$ cat src/rtl/board_cfg_pkg.sv
package board_cfg_pkg;

	////////////////////////////////////////////////////////////////////////////
	// settings word layout
	////////////////////////////////////////////////////////////////////////////

	// osd reset request
	localparam int STATUS_RESET_BIT = 0;
	// 0 pcxt, 1 tandy 1000
	localparam int MODEL_BIT        = 3;
	// video output select
	localparam int MDA_BIT          = 4;
	localparam int SPLASH_SKIP_BIT  = 7;
	// ems card, active low enable
	localparam int EMS_DISABLE_BIT  = 11;
	localparam int EMS_FRAME_LSB    = 12;
	localparam int SPEED_LSB        = 17;
	// joystick types, disables and turbo sync
	localparam int JOY_OPTS_LSB     = 23;
	localparam int JOY_SWAP_BIT     = 28;

	// motherboard dip switches, mda or cga 80 columns
	localparam logic [7:0] DIP_MDA = 8'h3D;
	localparam logic [7:0] DIP_CGA = 8'h2D;

	// cpu clock choice
	typedef enum logic [1:0] {
		speed_4_77   = 2'd0,
		speed_7_16   = 2'd1,
		speed_14_318 = 2'd2
	} cpu_speed_t;

endpackage

$ cat src/rtl/board_timing_pkg.sv
package board_timing_pkg;

	////////////////////////////////////////////////////////////////////////////
	// shared payload types
	////////////////////////////////////////////////////////////////////////////

	// settings word from the osd
	typedef logic [31:0] status_t;

	// digital joystick word
	typedef logic [31:0] joy_t;

	// unsigned fm synth sample
	typedef logic [15:0] fm_sample_t;

	// tandy psg output
	typedef logic [7:0] tandy_sample_t;

	// mixed sample into the dac
	typedef logic [15:0] dac_sample_t;

	// reset hold and cpu delay counters
	localparam int RESET_CNT_W = 16;

endpackage

$ cat src/rtl/audio_mixer.sv
module audio_mixer (
	input  logic                           clk_chipset,
	input  logic                           sys_reset,
	input  logic                           speaker,
	input  board_timing_pkg::fm_sample_t    fm_sample,
	input  board_timing_pkg::tandy_sample_t tandy_sample,
	output board_timing_pkg::dac_sample_t   dac_sample
);

	localparam int MIX_W = $bits(board_timing_pkg::dac_sample_t) + 1;

	logic [MIX_W-1:0] fm_term;
	logic [MIX_W-1:0] spk_term;
	logic [MIX_W-1:0] tandy_term;
	logic [MIX_W-1:0] mix_sum;

	// fm doubled
	assign fm_term    = {fm_sample, 1'b0};
	// pc speaker at a fixed level
	assign spk_term   = {2'b00, speaker, 14'd0};
	// psg into the upper byte
	assign tandy_term = {1'b0, tandy_sample, 8'd0};

	// wraps in 17 bits on full scale inputs
	assign mix_sum = fm_term + spk_term + tandy_term;

	always_ff @(posedge clk_chipset or posedge sys_reset) begin
		if (sys_reset) begin
			dac_sample <= '0;
		end else begin
			// halve the sum for the dac
			dac_sample <= mix_sum[MIX_W-1:1];
		end
	end

endmodule

$ cat src/rtl/board_top.sv
module board_top #(
	parameter int SYNC_STAGES      = 3,
	parameter int RESET_HOLD       = 65535,
	parameter int CPU_RESET_DELAY  = 42,
	parameter int TICKS_PER_SECOND = 14318000,
	parameter int SPLASH_SECONDS   = 5
) (
	input  logic                            clk_chipset,
	input  logic                            reset_wire,
	input  board_timing_pkg::status_t       status,
	input  logic                            reset_button,
	input  logic                            download_active,
	input  logic [7:0]                      download_index,
	input  logic                            port_b_bit3,
	input  logic                            biu_done,
	input  board_timing_pkg::joy_t          joy0_in,
	input  board_timing_pkg::joy_t          joy1_in,
	input  logic                            tap_cpu_4_77,
	input  logic                            tap_cpu_7_16,
	input  logic                            tap_cpu_14_318,
	input  logic                            tap_periph,
	input  logic                            tap_opl2,
	input  logic                            tap_uart,
	input  logic                            speaker,
	input  board_timing_pkg::fm_sample_t    fm_sample,
	input  board_timing_pkg::tandy_sample_t tandy_sample,
	output logic                            sys_reset,
	output logic                            cpu_reset,
	output logic                            tandy_mode,
	output logic                            splash_active,
	output logic                            pixel_en,
	output logic                            cpu_en,
	output logic                            periph_en,
	output logic                            opl2_en,
	output logic                            uart_en,
	output board_cfg_pkg::cpu_speed_t       cpu_speed,
	output logic                            turbo_mode,
	output logic [3:0]                      port_c_nibble,
	output logic                            mda_mode,
	output logic                            ems_enabled,
	output logic [1:0]                      ems_frame,
	output logic [4:0]                      joy_opts,
	output board_timing_pkg::joy_t          joy0_out,
	output board_timing_pkg::joy_t          joy1_out,
	output board_timing_pkg::dac_sample_t   dac_sample,
	output logic                            audio_l,
	output logic                            audio_r
);

	////////////////////////////////////////////////////////////////////////////
	// settings and clocking
	////////////////////////////////////////////////////////////////////////////

	settings_decoder u_settings_decoder (
		.clk_chipset   (clk_chipset),
		.reset_wire    (reset_wire),
		.status        (status),
		.biu_done      (biu_done),
		.port_b_bit3   (port_b_bit3),
		.joy0_in       (joy0_in),
		.joy1_in       (joy1_in),
		.cpu_speed     (cpu_speed),
		.turbo_mode    (turbo_mode),
		.port_c_nibble (port_c_nibble),
		.mda_mode      (mda_mode),
		.ems_enabled   (ems_enabled),
		.ems_frame     (ems_frame),
		.joy_opts      (joy_opts),
		.joy0_out      (joy0_out),
		.joy1_out      (joy1_out)
	);

	// enables for cpu, ppi timer, opl2 and uart
	clock_enable_gen #(
		.SYNC_STAGES (SYNC_STAGES)
	) u_clock_enable_gen (
		.clk_chipset    (clk_chipset),
		.reset_wire     (reset_wire),
		.tap_cpu_4_77   (tap_cpu_4_77),
		.tap_cpu_7_16   (tap_cpu_7_16),
		.tap_cpu_14_318 (tap_cpu_14_318),
		.tap_periph     (tap_periph),
		.tap_opl2       (tap_opl2),
		.tap_uart       (tap_uart),
		.cpu_speed      (cpu_speed),
		.pixel_en       (pixel_en),
		.cpu_en         (cpu_en),
		.periph_en      (periph_en),
		.opl2_en        (opl2_en),
		.uart_en        (uart_en)
	);

	////////////////////////////////////////////////////////////////////////////
	// splash and reset
	////////////////////////////////////////////////////////////////////////////

	splash_timer #(
		.TICKS_PER_SECOND (TICKS_PER_SECOND),
		.SPLASH_SECONDS   (SPLASH_SECONDS)
	) u_splash_timer (
		.clk_chipset   (clk_chipset),
		.reset_wire    (reset_wire),
		.pixel_en      (pixel_en),
		.skip          (status[board_cfg_pkg::SPLASH_SKIP_BIT]),
		.splash_active (splash_active)
	);

	// splash holds the machine in reset
	reset_sequencer #(
		.RESET_HOLD      (RESET_HOLD),
		.CPU_RESET_DELAY (CPU_RESET_DELAY)
	) u_reset_sequencer (
		.clk_chipset     (clk_chipset),
		.reset_wire      (reset_wire),
		.reset_button    (reset_button),
		.status          (status),
		.splash_active   (splash_active),
		.download_active (download_active),
		.download_index  (download_index),
		.sys_reset       (sys_reset),
		.cpu_reset       (cpu_reset),
		.tandy_mode      (tandy_mode)
	);

	////////////////////////////////////////////////////////////////////////////
	// audio
	////////////////////////////////////////////////////////////////////////////

	audio_mixer u_audio_mixer (
		.clk_chipset  (clk_chipset),
		.sys_reset    (sys_reset),
		.speaker      (speaker),
		.fm_sample    (fm_sample),
		.tandy_sample (tandy_sample),
		.dac_sample   (dac_sample)
	);

	// mono mix on both channels
	sigma_delta_dac u_sigma_delta_dac (
		.clk_chipset  (clk_chipset),
		.sys_reset    (sys_reset),
		.left_sample  (dac_sample),
		.right_sample (dac_sample),
		.audio_l      (audio_l),
		.audio_r      (audio_r)
	);

endmodule

$ cat src/rtl/clock_enable_gen.sv
module clock_enable_gen #(
	parameter int SYNC_STAGES = 3
) (
	input  logic                    clk_chipset,
	input  logic                    reset_wire,
	input  logic                    tap_cpu_4_77,
	input  logic                    tap_cpu_7_16,
	input  logic                    tap_cpu_14_318,
	input  logic                    tap_periph,
	input  logic                    tap_opl2,
	input  logic                    tap_uart,
	input  board_cfg_pkg::cpu_speed_t cpu_speed,
	output logic                    pixel_en,
	output logic                    cpu_en,
	output logic                    periph_en,
	output logic                    opl2_en,
	output logic                    uart_en
);

	// tap slots in the sync array
	localparam int NUM_TAPS   = 6;
	localparam int TAP_4_77   = 0;
	localparam int TAP_7_16   = 1;
	localparam int TAP_14_318 = 2;
	localparam int TAP_PERIPH = 3;
	localparam int TAP_OPL2   = 4;
	localparam int TAP_UART   = 5;

	logic [NUM_TAPS-1:0] taps;
	// sync stages plus one for the previous value
	logic [SYNC_STAGES:0] sync_chain [NUM_TAPS];
	logic [NUM_TAPS-1:0] tap_en;

	assign taps = {tap_uart, tap_opl2, tap_periph, tap_cpu_14_318, tap_cpu_7_16, tap_cpu_4_77};

	// shift each tap in, flag rising edge at the chain end
	always_ff @(posedge clk_chipset or posedge reset_wire) begin
		if (reset_wire) begin
			for (int i = 0; i < NUM_TAPS; i++) begin
				sync_chain[i] <= '0;
			end
			tap_en <= '0;
		end else begin
			for (int i = 0; i < NUM_TAPS; i++) begin
				sync_chain[i] <= {sync_chain[i][SYNC_STAGES-1:0], taps[i]};
				tap_en[i]     <= sync_chain[i][SYNC_STAGES-1] & ~sync_chain[i][SYNC_STAGES];
			end
		end
	end

	// pixel clock rides on the 14.318 tap
	assign pixel_en  = tap_en[TAP_14_318];
	assign periph_en = tap_en[TAP_PERIPH];
	assign opl2_en   = tap_en[TAP_OPL2];
	assign uart_en   = tap_en[TAP_UART];

	// cpu enable, unknown codes fall back to 4.77
	always_comb begin
		case (cpu_speed)
			board_cfg_pkg::speed_7_16:   cpu_en = tap_en[TAP_7_16];
			board_cfg_pkg::speed_14_318: cpu_en = tap_en[TAP_14_318];
			default:                     cpu_en = tap_en[TAP_4_77];
		endcase
	end

endmodule

$ cat src/rtl/reset_sequencer.sv
module reset_sequencer #(
	parameter int RESET_HOLD      = 65535,
	parameter int CPU_RESET_DELAY = 42
) (
	input  logic                      clk_chipset,
	input  logic                      reset_wire,
	input  logic                      reset_button,
	input  board_timing_pkg::status_t status,
	input  logic                      splash_active,
	input  logic                      download_active,
	input  logic [7:0]                download_index,
	output logic                      sys_reset,
	output logic                      cpu_reset,
	output logic                      tandy_mode
);

	localparam int CW = board_timing_pkg::RESET_CNT_W;

	logic          reset_req;
	logic          reset_req_q;
	logic [CW-1:0] hold_cnt;
	logic [CW-1:0] cpu_cnt;

	// synchronous reset sources
	// bios download on index 0 restarts the machine
	assign reset_req = reset_button | status[board_cfg_pkg::STATUS_RESET_BIT] | splash_active |
		(download_active && (download_index == 8'd0));

	////////////////////////////////////////////////////////////////////////////
	// system reset stretch
	////////////////////////////////////////////////////////////////////////////

	always_ff @(posedge clk_chipset or posedge reset_wire) begin
		if (reset_wire) begin
			reset_req_q <= 1'b1;
			sys_reset   <= 1'b1;
			hold_cnt    <= '0;
		end else begin
			// one register on the merged request
			reset_req_q <= reset_req;
			if (reset_req_q) begin
				sys_reset <= 1'b1;
				hold_cnt  <= '0;
			end else if (sys_reset) begin
				if (hold_cnt == CW'(RESET_HOLD - 1)) begin
					sys_reset <= 1'b0;
				end else begin
					hold_cnt <= hold_cnt + 1'b1;
				end
			end
		end
	end

	////////////////////////////////////////////////////////////////////////////
	// cpu release and model latch
	////////////////////////////////////////////////////////////////////////////

	always_ff @(posedge clk_chipset or posedge reset_wire) begin
		if (reset_wire) begin
			cpu_reset  <= 1'b1;
			cpu_cnt    <= '0;
			tandy_mode <= 1'b0;
		end else if (sys_reset) begin
			cpu_reset  <= 1'b1;
			cpu_cnt    <= '0;
			// model only changes under system reset
			tandy_mode <= status[board_cfg_pkg::MODEL_BIT];
		end else if (cpu_reset) begin
			if (cpu_cnt == CW'(CPU_RESET_DELAY)) begin
				cpu_reset <= 1'b0;
			end else begin
				cpu_cnt <= cpu_cnt + 1'b1;
			end
		end
	end

endmodule

$ cat src/rtl/settings_decoder.sv
module settings_decoder (
	input  logic                       clk_chipset,
	input  logic                       reset_wire,
	input  board_timing_pkg::status_t  status,
	input  logic                       biu_done,
	input  logic                       port_b_bit3,
	input  board_timing_pkg::joy_t     joy0_in,
	input  board_timing_pkg::joy_t     joy1_in,
	output board_cfg_pkg::cpu_speed_t  cpu_speed,
	output logic                       turbo_mode,
	output logic [3:0]                 port_c_nibble,
	output logic                       mda_mode,
	output logic                       ems_enabled,
	output logic [1:0]                 ems_frame,
	output logic [4:0]                 joy_opts,
	output board_timing_pkg::joy_t     joy0_out,
	output board_timing_pkg::joy_t     joy1_out
);

	logic [1:0] speed_code;
	logic [7:0] dip_sw;
	logic       joy_swap;

	assign speed_code = status[board_cfg_pkg::SPEED_LSB +: 2];

	// code 3 is not offered in the menu
	always_comb begin
		case (speed_code)
			2'd1:    cpu_speed = board_cfg_pkg::speed_7_16;
			2'd2:    cpu_speed = board_cfg_pkg::speed_14_318;
			default: cpu_speed = board_cfg_pkg::speed_4_77;
		endcase
	end

	// turbo only moves between bus cycles
	always_ff @(posedge clk_chipset or posedge reset_wire) begin
		if (reset_wire) begin
			turbo_mode <= 1'b0;
		end else if (biu_done) begin
			turbo_mode <= (speed_code == 2'd1) || (speed_code == 2'd2);
		end
	end

	// ppi port c reads half the dip bank
	assign mda_mode      = status[board_cfg_pkg::MDA_BIT];
	assign dip_sw        = mda_mode ? board_cfg_pkg::DIP_MDA : board_cfg_pkg::DIP_CGA;
	assign port_c_nibble = port_b_bit3 ? dip_sw[7:4] : dip_sw[3:0];

	// ems board
	assign ems_enabled = ~status[board_cfg_pkg::EMS_DISABLE_BIT];
	assign ems_frame   = status[board_cfg_pkg::EMS_FRAME_LSB +: 2];

	// joystick routing
	assign joy_opts = status[board_cfg_pkg::JOY_OPTS_LSB +: 5];
	assign joy_swap = status[board_cfg_pkg::JOY_SWAP_BIT];
	assign joy0_out = joy_swap ? joy1_in : joy0_in;
	assign joy1_out = joy_swap ? joy0_in : joy1_in;

endmodule

$ cat src/rtl/sigma_delta_dac.sv
module sigma_delta_dac (
	input  logic                          clk_chipset,
	input  logic                          sys_reset,
	input  board_timing_pkg::dac_sample_t left_sample,
	input  board_timing_pkg::dac_sample_t right_sample,
	output logic                          audio_l,
	output logic                          audio_r
);

	localparam int SW = $bits(board_timing_pkg::dac_sample_t);

	board_timing_pkg::dac_sample_t acc_l;
	board_timing_pkg::dac_sample_t acc_r;
	logic [SW:0]                   sum_l;
	logic [SW:0]                   sum_r;

	// carry out sets the pulse density
	assign sum_l = {1'b0, acc_l} + {1'b0, left_sample};
	assign sum_r = {1'b0, acc_r} + {1'b0, right_sample};

	always_ff @(posedge clk_chipset or posedge sys_reset) begin
		if (sys_reset) begin
			acc_l   <= '0;
			acc_r   <= '0;
			audio_l <= 1'b0;
			audio_r <= 1'b0;
		end else begin
			acc_l   <= sum_l[SW-1:0];
			acc_r   <= sum_r[SW-1:0];
			audio_l <= sum_l[SW];
			audio_r <= sum_r[SW];
		end
	end

endmodule

$ cat src/rtl/splash_timer.sv
module splash_timer #(
	parameter int TICKS_PER_SECOND = 14318000,
	parameter int SPLASH_SECONDS   = 5
) (
	input  logic clk_chipset,
	input  logic reset_wire,
	input  logic pixel_en,
	input  logic skip,
	output logic splash_active
);

	localparam int TICK_W = $clog2(TICKS_PER_SECOND + 1);
	localparam int SEC_W  = $clog2(SPLASH_SECONDS + 1);

	logic [TICK_W-1:0] tick_cnt;
	logic [SEC_W-1:0]  sec_cnt;
	logic              second_done;

	// last pixel enable of a second
	assign second_done = pixel_en && (tick_cnt == TICK_W'(TICKS_PER_SECOND - 1));

	always_ff @(posedge clk_chipset or posedge reset_wire) begin
		if (reset_wire) begin
			splash_active <= 1'b1;
			tick_cnt      <= '0;
			sec_cnt       <= '0;
		end else if (splash_active) begin
			if (skip) begin
				splash_active <= 1'b0;
			end else if (second_done) begin
				tick_cnt <= '0;
				sec_cnt  <= sec_cnt + 1'b1;
				// final second ends the splash
				if (sec_cnt == SEC_W'(SPLASH_SECONDS - 1)) begin
					splash_active <= 1'b0;
				end
			end else if (pixel_en) begin
				tick_cnt <= tick_cnt + 1'b1;
			end
		end
	end

endmodule

$ cat config.mk
export PLATFORM = sky130hd
export DESIGN_NAME = board_top
export DESIGN_NICKNAME = d
export VERILOG_FILES = /design/src/rtl/board_cfg_pkg.sv /design/src/rtl/board_timing_pkg.sv /design/src/rtl/audio_mixer.sv /design/src/rtl/board_top.sv /design/src/rtl/clock_enable_gen.sv /design/src/rtl/reset_sequencer.sv /design/src/rtl/settings_decoder.sv /design/src/rtl/sigma_delta_dac.sv /design/src/rtl/splash_timer.sv
export SDC_FILE = /design/constraint.sdc
export NUM_CORES = 1
export LEC_CHECK = 0
export ABC_CLOCK_PERIOD_IN_PS = 1200
export BUFFER_PORTS_ARGS = -buffer_cell sky130_fd_sc_hd__buf_2
export CORE_MARGIN = 5
export CORE_UTILIZATION = 40
export DETAILED_ROUTE_END_ITERATION = 7
export PLACE_DENSITY_LB_ADDON = 0.2
export SYNTH_ARGS = -nofsm -noshare
export SYNTH_HDL_FRONTEND = slang
export SYNTH_HIERARCHICAL = 1
export SYNTH_SLANG_ARGS = --single-unit
export TNS_END_PERCENT = 50
$ cat constraint.sdc
create_clock -name clk_chipset -period 1.2 [get_ports clk_chipset]
set_input_delay 0.3 -clock clk_chipset [delete_from_list [all_inputs] [get_ports clk_chipset]]
set_output_delay 0.3 -clock clk_chipset [all_outputs]
set_load 0.03 [all_outputs]
==> impl_metrics.env, run 1 <==
export IMPL_status="complete, but fails checks"
export IMPL_violations="negative setup slack"
export IMPL_syn_area_mm2=0.00882
export IMPL_slowest_delay_ns=0.43
export IMPL_period_share=1.63
export IMPL_critPathRequiredTime_ns=1.50
export IMPL_initial_utilization=0.405
export IMPL_viasPerCell=5.08
export IMPL_cts_tree="built"
export IMPL_cts_buffers_inserted=17
export IMPL_synth_common_cells="dfrtp_1, mux2_4, ha_1"
export IMPL_grt_pass1_vias=8303
export IMPL_cts_sinks=145
export IMPL_min_path_cells=2
export IMPL_cp_depth=7
export IMPL_finalMaxSlewViolations=0
export IMPL_routedWlPerCell_um=16.7
export IMPL_h_tree_depth=4
export IMPL_setup_viol=188
export IMPL_rsz0062_at_grt="true"
export IMPL_drive_gt1_frac=0.625
export IMPL_fill_cells=1578
export IMPL_clock_latency_ns=0.43
export IMPL_die_h_um=158
export IMPL_r2r_start="u_audio_mixer/dac_sample[0]"
export IMPL_grt_max_degree=37
export IMPL_yosys_warnings=6
export IMPL_p_leak_nw=7.14
export IMPL_gp_congestion=0.853
export IMPL_crit_start="u_audio_mixer/dac_sample[0]"
export IMPL_max_freq_mhz=512
export IMPL_seq_area_frac_synth=0.412
export IMPL_num_vias=7941
export IMPL_critical_path_class="reg -> reg"
export IMPL_drtPass1Iterations=4
export IMPL_n_antenna_cell=0
export IMPL_synth_most_common_cell="dfrtp_1"
export IMPL_yosys_top_cells_area="dfrtp_1, mux2_4, ha_1"
export IMPL_async_flop_share=1.00
export IMPL_syn_nets=993
export IMPL_relSlewSlack=0.725
export IMPL_dpl_cell_count=1470
export IMPL_drtAntennaViolNets=0
export IMPL_crit_path_end_kind="register"
export IMPL_core_area_mm2=0.0218
export IMPL_die_area_mm2=0.0251
export IMPL_areaGrowthSynthToFinish_pct=70.2
export IMPL_period_needed_ns=1.95
export IMPL_power_density_mw_per_mm2=1550
export IMPL_synth_edf_count=0
export IMPL_crit_path_cell_trace="ha_4 > fa_2 > a21oi_4 > o211ai_2 > a2111oi_2 > nor3_1 > xor2_1"
export IMPL_worst_pin_slew_ns=0.407
export IMPL_yosys_area_top_type="dfrtp_1"
export IMPL_max_cap_violations=0
export IMPL_r2r_cells=7
export IMPL_dieWidth_um=158
export IMPL_row_count=54
export IMPL_synth_seq_cells=145
export IMPL_fin_nets=1471
export IMPL_crit_family="compound AO/OA/AOI/OAI gates"
export IMPL_pre_cts_slack_ns=-0.782
export IMPL_root_buffer="clkbuf_16"
export IMPL_hpwl_mm=18.3
export IMPL_finalNonFillerCells=1562
export IMPL_track_usage=0.209
export IMPL_clock_skew_ns=0.0124
export IMPL_ir_drop_uv=1460
export IMPL_clk_pin_slew_ns=0.06
export IMPL_synthCells=791
export IMPL_cp_num_buf_inv=0
export IMPL_numPortBuffers=216
export IMPL_routed_wl_mm=26.1
export IMPL_drt_first_iter_violations=289
export IMPL_worstHoldStart="download_index[3]"
export IMPL_hold_violations=0
export IMPL_hp_class="in -> reg"
export IMPL_setup_slack_ns=-0.753
export IMPL_synth_ff_type="dfrtp_1"
export IMPL_crit_path_start_kind="register"
export IMPL_drc=0
export IMPL_total_power_w=0.0232
export IMPL_gr_total_overflow=0
export IMPL_synth_avg_cell_area_um2=11.1
export IMPL_clk_path_buf_depth=2
export IMPL_cp_data_arrival_time_ns=2.26
export IMPL_yosysTopAreaCellShare=0.400
export IMPL_crit_fanout=3
export IMPL_synth_cell_type_count=84
export IMPL_io_pins=248
export IMPL_critPathSlowestCell="dfrtp_2"
export IMPL_grt_pass1_wl_mm=42.0
export IMPL_antenna_found_initial=0
==> state kept, by name, indices dropped and copies added, names as in the netlist, 3 cells and up <==
register / flops
u_splash_timer/sec_cnt: 3
u_reset_sequencer/hold_cnt: 16
u_clock_enable_gen/sync_chain: 24
u_splash_timer/tick_cnt: 24
u_reset_sequencer/cpu_cnt: 16
u_sigma_delta_dac/acc_r: 16
u_clock_enable_gen/tap_en: 6
u_audio_mixer/dac_sample: 16
u_sigma_delta_dac/acc_l: 16
==> report_power, final <==
group	internal, W	switching [W]	leakage (nW)
sequential	0.00576	0.000497	1.85
combinational	0.00604	0.00557	5.01
clock	0.00311	0.00225	0.285
==> stage by stage <==
step | area, um^2 | TNS, ns | hold slack, ns | utilization
finish | 15000 | -53.21 | 0.0213 | 0.690
global route | 15000 | -61.12 | 0.0240 | 0.690
CTS | 14600 | -52.33 | 0.0118 | 0.670
detailed placement | 12200 | -60.26 | 0.182 | 0.562
global placement | 12200 | -57.29 | 0.179 | 0.562
floorplan | 9410 | -42.76 | 0.0287 | -
==> layout by cell type (no fill, tap or decap), types with 8 or more instances in the layout <==
cell / instances
a21o_1: 8
a21oi_1: 26
a21oi_2: 23
buf_12: 8
buf_2: 123
buf_4: 184
buf_6: 153
clkbuf_16: 17
dfrtp_1: 122
dfrtp_2: 19
dlygate4sd3_1: 14
ha_1: 23
ha_4: 32
inv_1: 30
mux2_4: 71
nand2_1: 30
nand3_1: 12
nand4_1: 15
nor2_1: 36
nor2_4: 8
nor2b_1: 12
nor3_1: 8
nor3_4: 9
nor4_4: 9
o21ai_0: 13
o21ai_1: 9
xnor2_1: 26
xor2_1: 19
==> final timing paths <==
kind,endpoint,slack (ns)
max,u_sigma_delta_dac/acc_l[12],-0.75
min in group asynchronous,u_settings_decoder/turbo_mode,0.28
max reg2reg,u_sigma_delta_dac/acc_l[12],-0.75
min reg2reg,u_clock_enable_gen/sync_chain[9],0.35
min,u_reset_sequencer/reset_req_q,0.02
max in group asynchronous,u_sigma_delta_dac/audio_r,0.24
==> repair_timing <==
item                                    4_1_cts  5_1_grt
endpoints found under the setup margin      187      189
hold buffers                                 14        0
gates resized for setup                     342       78
hold endpoints to repair                    104        0
buffers inserted                             30       25
gates cloned                                  3        0
pin swaps                                    71       44
==> worst register-to-register path, stage by stage, from the launching register on <==
cell and delay (ns):
dfrtp_2 0.43, ha_4 0.17, fa_2 0.37, a21oi_4 0.18
o211ai_2 0.12, a2111oi_2 0.31, nor3_1 0.10, xor2_1 0.15
==> per-layer routing <==
metal,vias up,GRT usage,share of wire,wire length [um]
met3,36,0.0372,0.037,968
met5,-,0,0,0
li1,3848,-,-,-
met4,0,0.0475,0.015,396
met1,3909,0.278,0.44,11400
met2,148,0.356,0.51,13400
==> area by class of cell <==
type,count,area (um^2),share of cell area
Multi-Input combinational cell,576,6080,0.405
Timing Repair Buffer,489,4170,0.278
Sequential cell,145,3660,0.244
Clock buffer,19,433,0.0289
Tap cell,280,350,0.0233
Inverter,40,163,0.0108
Clock inverter,13,150,0.0100
==> cells by family (layout without fill, tap and decap cells) <==
group | count (synthesis) | after routing | share of synthesized area
and+or+nand+nor | 232 | 232 | 0.154
AOI/OAI and AO/OA | 155 | 155 | 0.123
DFF | 145 | 145 | 0.412
muxes | 74 | 74 | 0.120
buffers and inverters | 70 | 561 | 0.0470
adders and majority gates | 61 | 61 | 0.0900
xor gates and xnor gates | 54 | 54 | 0.0536
Power figures use the tool's default switching activity.
==> inputs of run 2 (changes only) <==
CORE_MARGIN = default   (was 5)
GPL_TIMING_DRIVEN = 0   (was default)
==> run 2 against run 1 <==
The run still ends with negative setup slack left. Clock skew increased by 0.00065 ns. Final cell count decreased by 8.6%. Design area decreased by 6.8%. Clock-buffer cell count decreased by 1. Sequential cell count unchanged. Fmax decreased by 3.4%. Clock power about the same. Register-to-register slack got worse by 0.07 ns. Combinational power decreased by 8%. First-iteration DRC count increased by 25%. Wire length decreased by 6.6%. Sequential share of layout area increased by 1.9 points. Largest cell class unchanged. Largest power group unchanged. Highest routed layer unchanged.
==> impl_metrics.env, run 2 (synthesis gave the netlist of run 1 again) <==
export IMPL_status="complete, but fails checks"
export IMPL_violations="negative setup slack"
export IMPL_gp_congestion=0.797
export IMPL_n_antenna_cell=0
export IMPL_h_tree_depth=4
export IMPL_crit_fanout=3
export IMPL_drt_first_iter_violations=361
export IMPL_layout_common_cells="buf_6, buf_2, dfrtp_1"
export IMPL_p_leak_nw=6.44
export IMPL_max_cap_violations=0
export IMPL_hold_violations=0
export IMPL_clk_pin_slew_ns=0.07
export IMPL_r2r_cells=7
export IMPL_cts_buffers_inserted=17
export IMPL_viasPerCell=5.23
export IMPL_row_count=53
export IMPL_io_pins=248
export IMPL_crit_start="u_audio_mixer/dac_sample[0]"
export IMPL_critical_path_class="reg -> reg"
export IMPL_num_vias=7462
export IMPL_crit_path_end_kind="register"
export IMPL_critPathRequiredTime_ns=1.50
export IMPL_core_area_mm2=0.0213
export IMPL_power_density_mw_per_mm2=1590
export IMPL_setup_slack_ns=-0.822
export IMPL_pre_cts_slack_ns=-0.870
export IMPL_die_area_mm2=0.0226
export IMPL_numPortBuffers=222
export IMPL_gr_total_overflow=0
export IMPL_drtAntennaViolNets=0
export IMPL_rr_endpoint="u_sigma_delta_dac/acc_l[12]"
export IMPL_hpwl_mm=16.0
export IMPL_clock_latency_ns=0.42
export IMPL_areaGrowthSynthToFinish_pct=58.7
export IMPL_fin_nets=1342
export IMPL_cts_tree="built"
export IMPL_grt_pass1_vias=7291
export IMPL_placed_area_mm2=0.0109
export IMPL_clk_path_buf_depth=2
export IMPL_routed_wl_mm=24.4
export IMPL_worst_pin_slew_ns=1.06
export IMPL_final_area_mm2=0.0140
export IMPL_rsz0062_at_grt="true"
export IMPL_r2r_slack_ns=-0.82
export IMPL_antenna_found_initial=0
export IMPL_initial_utilization=0.414
export IMPL_clock_skew_ns=0.0130
export IMPL_ir_drop_uv=1470
export IMPL_finalMaxSlewViolations=0
export IMPL_grt_max_degree=37
export IMPL_setup_viol=189
export IMPL_drtPass1Iterations=5
export IMPL_crit_path_start_kind="register"
export IMPL_max_freq_mhz=494
export IMPL_relSlewSlack=0.295
export IMPL_r2r_start="u_audio_mixer/dac_sample[0]"
export IMPL_hp_class="in -> async"
export IMPL_track_usage=0.209
export IMPL_reg_largest_list="u_clock_enable_gen/sync_chain (24), u_splash_timer/tick_cnt (24)"
export IMPL_period_share=1.69
export IMPL_drive_gt1_frac=0.605
export IMPL_root_buffer="clkbuf_16"
export IMPL_cts_sinks=145
export IMPL_die_h_um=150
export IMPL_period_needed_ns=2.02
export IMPL_grt_pass1_wl_mm=36.9
export IMPL_dieWidth_um=150
export IMPL_cp_data_arrival_time_ns=2.32
export IMPL_drc=0
export IMPL_routedWlPerCell_um=17.1
export IMPL_final_common_cell="buf_6"
run 2: changes by cell type in the layout (fill, tap and decap cells not counted), sizes merged:
cell	change
clkinvlp	+2
bufinv	-1
bufbuf	-1
clkbuf	+3
buf	-132
run 2: through the flow:
stage	std cells	TNS [ns]	hold WS, ns	util	total power [W]
after floorplan	791	-42.76	0.0287	-	0.0126
after CTS	1396	-54.65	0.0370	0.629	0.0214
final	1428	-56.79	0.00349	0.657	0.0223
after global routing	1428	-64.60	0.0273	0.657	0.0236
after detailed placement	1288	-74.32	0.189	0.511	0.0144
after global placement	1288	-106.99	0.181	0.511	0.0142
run 2: how the worst max path moves through the flow:
| stage | cells past startpoint | to | slack, ns |
|---|---|---|---|
| 2_1_floorplan | 7 | u_sigma_delta_dac/acc_l[8] | -0.78 |
| 3_3_place_gp | 4 | u_splash_timer/sec_cnt[1] | -0.88 |
| 3_5_place_dp | 4 | u_splash_timer/sec_cnt[1] | -0.87 |
| 4_1_cts | 7 | u_sigma_delta_dac/acc_l[12] | -0.79 |
| 5_1_grt | 8 | u_sigma_delta_dac/acc_r[12] | -0.89 |
| 6_report | 7 | u_sigma_delta_dac/acc_l[12] | -0.82 |
run 2: per-layer routing:
layer / up-vias / global-route usage / part of all wire / routed length (um)
met2: 155 / 0.337 / 0.51 / 12500
met3: 12 / 0.0473 / 0.032 / 779
met4: 0 / 0.0444 / 0.0069 / 169
met5: - / 0 / 0 / 0
met1: 3703 / 0.286 / 0.45 / 10900
li1: 3592 / - / - / -
run 2: what timing repair did:
| action | CTS | global route |
|---|---|---|
| hold buffers | 14 | 0 |
| gates resized for setup | 337 | 83 |
| pin swaps | 76 | 51 |
| setup buffers | 59 | 39 |
| setup endpoints to repair | 188 | 191 |
| hold endpoints to repair | 14 | 0 |
| cloned | 5 | 0 |
run 2: area by class of cell:
class | instances | area (um^2)
fillers | 1542 | 7300
multi-input cells | 576 | 6070
flip-flops and latches | 145 | 3670
repair buffers | 333 | 2800
clock buffers | 18 | 429
well taps | 275 | 344
plain buffers | 27 | 338
inverters | 40 | 169
clock inverters | 14 | 163
run 2: worst max-delay path, cell delays in order (launching register included):
cell	delay, ns
dfrtp_2	0.43
ha_4	0.17
fa_2	0.36
a21oi_4	0.18
o211ai_2	0.14
a2111oi_2	0.34
nor3_1	0.11
xor2_1	0.15
run 2: power breakdown:
part           switching [W]  internal [W]  total [W]
combinational        0.00544       0.00525     0.0107
clock                0.00235       0.00297    0.00532
sequential          0.000513       0.00576    0.00627
total                0.00830        0.0140     0.0223
==> inputs of run 3 (changes only) <==
HOLD_SLACK_MARGIN = 0.05   (was default)
==> run 3 against run 2 <==
The run still ends with negative setup slack left. Die area unchanged. Combinational power barely moved. Wire length increased by 0.37%. Global-route usage increased by 0.072 points. First-iteration DRC count grew 14%. Sequential share of layout area is 0.094 points lower. Design area rose by 0.36%.
==> impl_metrics.env, run 3 (synthesis gave the netlist of run 1 again) <==
export IMPL_crit_fanout=3
export IMPL_p_sw_w=0.00830
export IMPL_grt_util_met1=0.286
export IMPL_setup_viol=189
export IMPL_crit_path_start_kind="register"
export IMPL_power_frac_comb=0.480
export IMPL_dpl_cell_count=1288
export IMPL_fin_hold_ws_ns=0.0576
export IMPL_critPathRequiredTime_ns=1.50
export IMPL_final_area_mm2=0.0140
export IMPL_areaGrowthSynthToFinish_pct=59.2
export IMPL_reg_largest_list="u_clock_enable_gen/sync_chain (24), u_splash_timer/tick_cnt (24)"
export IMPL_dieWidth_um=150
export IMPL_grt_max_degree=37
export IMPL_row_count=53
export IMPL_cts_buffers_inserted=17
export IMPL_initial_utilization=0.414
export IMPL_placed_area_mm2=0.0109
export IMPL_p_sw_frac=0.372
export IMPL_max_freq_mhz=494
export IMPL_critical_path_class="reg -> reg"
export IMPL_clock_skew_ns=0.0129
export IMPL_p_leak_nw=6.46
export IMPL_seqPwrFrac=0.281
export IMPL_period_needed_ns=2.02
export IMPL_clk_pin_slew_ns=0.07
export IMPL_grt_pass1_wl_mm=37.1
export IMPL_setup_slack_ns=-0.822
export IMPL_drc=0
export IMPL_clock_latency_ns=0.42
export IMPL_hp_class="in -> async"
export IMPL_finalMaxSlewViolations=0
export IMPL_status="complete, but fails checks"
export IMPL_power_density_mw_per_mm2=1590
export IMPL_drtPass1Iterations=4
export IMPL_io_pins=248
export IMPL_power_frac_clock=0.239
export IMPL_final_common_cell="buf_6"
export IMPL_hpwl_mm=16.0
export IMPL_fin_nets=1347
export IMPL_layout_common_cells="buf_6, buf_2, dfrtp_1"
export IMPL_ir_drop_uv=1470
export IMPL_track_usage=0.210
export IMPL_viasPerCell=5.23
export IMPL_grt_busiest_layer="met2"
export IMPL_intPower_w=0.0140
export IMPL_cts_sinks=145
export IMPL_num_vias=7492
export IMPL_cp_data_arrival_time_ns=2.32
export IMPL_grt_pass1_vias=7331
export IMPL_rsz0062_at_grt="true"
export IMPL_drive_gt1_frac=0.603
export IMPL_cts_tree="built"
export IMPL_hold_violations=0
export IMPL_clk_path_buf_depth=2
export IMPL_use_met2=0.340
export IMPL_relSlewSlack=0.295
export IMPL_max_cap_violations=0
export IMPL_die_h_um=150
export IMPL_gp_congestion=0.797
export IMPL_violations="negative setup slack"
export IMPL_routed_wl_mm=24.5
export IMPL_h_tree_depth=4
export IMPL_period_share=1.69
export IMPL_numPortBuffers=222
export IMPL_n_antenna_cell=0
export IMPL_root_buffer="clkbuf_16"
export IMPL_r2r_cells=7
export IMPL_drtAntennaViolNets=0
export IMPL_drt_first_iter_violations=411
export IMPL_routedWlPerCell_um=17.1
export IMPL_grt_use_met3=0.0473
export IMPL_finalNonFillerCells=1433
export IMPL_worst_pin_slew_ns=1.06
export IMPL_antenna_found_initial=0
export IMPL_gr_total_overflow=0
export IMPL_core_area_mm2=0.0213
export IMPL_crit_path_end_kind="register"
export IMPL_die_area_mm2=0.0226
[run 3: cell type report]
cell class,instances,area [um^2]
Inverter,40,169
Clock inverter,14,163
Clock buffer,18,429
Multi-Input combinational cell,576,6070
Timing Repair Buffer,338,2850
Sequential cell,145,3670
Buffer,27,338
Tap cell,275,344
Fill cell,1536,7250
[run 3: stage by stage]
stage	util	TNS, ns	setup WS, ns	total power, W
finish	0.659	-56.82	-0.822	0.0223
global route	0.659	-64.59	-0.885	0.0236
CTS	0.631	-54.65	-0.788	0.0214
detailed placement	0.511	-74.32	-0.870	0.0144
global placement	0.511	-106.99	-0.877	0.0142
floorplan	-	-42.76	-0.778	0.0126
[run 3: routing by layer]
layer  part of all wire  vias to the layer above
met5                  0                        -
met4             0.0069                        0
met3              0.033                       12
met2               0.51                      162
met1               0.45                     3715
li1                   -                     3603
[run 3: worst paths after layout]
path	start	to	slack, ns
max	u_audio_mixer/dac_sample[0]	u_sigma_delta_dac/acc_l[12]	-0.82
min	reset_wire	u_reset_sequencer/cpu_cnt[8]	0.06
max reg2reg	u_audio_mixer/dac_sample[0]	u_sigma_delta_dac/acc_l[12]	-0.82
min reg2reg	u_clock_enable_gen/sync_chain[0]	u_clock_enable_gen/sync_chain[1]	0.34
max in group asynchronous	reset_wire	u_splash_timer/tick_cnt[10]	0.18
min in group clk_chipset	reset_button	u_reset_sequencer/reset_req_q	0.10
[run 3: worst max-delay path, stage by stage, from the launching register on]
cell	delay (ns)
dfrtp_2	0.43
ha_4	0.17
fa_2	0.36
a21oi_4	0.18
o211ai_2	0.14
a2111oi_2	0.34
nor3_1	0.11
xor2_1	0.15
[run 3: repair_timing]
action                                 CTS  global route
setup buffers                           59            39
endpoints found under the hold margin   16            25
hold buffers                            18             1
cloned                                   5             0
setup endpoints to repair              188           191
pin swaps                               76            51
gates resized for setup                337            83
[run 3: power by group through the flow]
| stage | clock network, W | registers (W) | logic [W] |
|---|---|---|---|
| finish | 0.00532 | 0.00627 | 0.0107 |
| global route | 0.00569 | 0.00634 | 0.0116 |
| global placement | 0 | 0.00620 | 0.00804 |
| detailed placement | 0 | 0.00622 | 0.00814 |
| CTS | 0.00545 | 0.00624 | 0.00972 |
| floorplan | 0 | 0.00637 | 0.00627 |
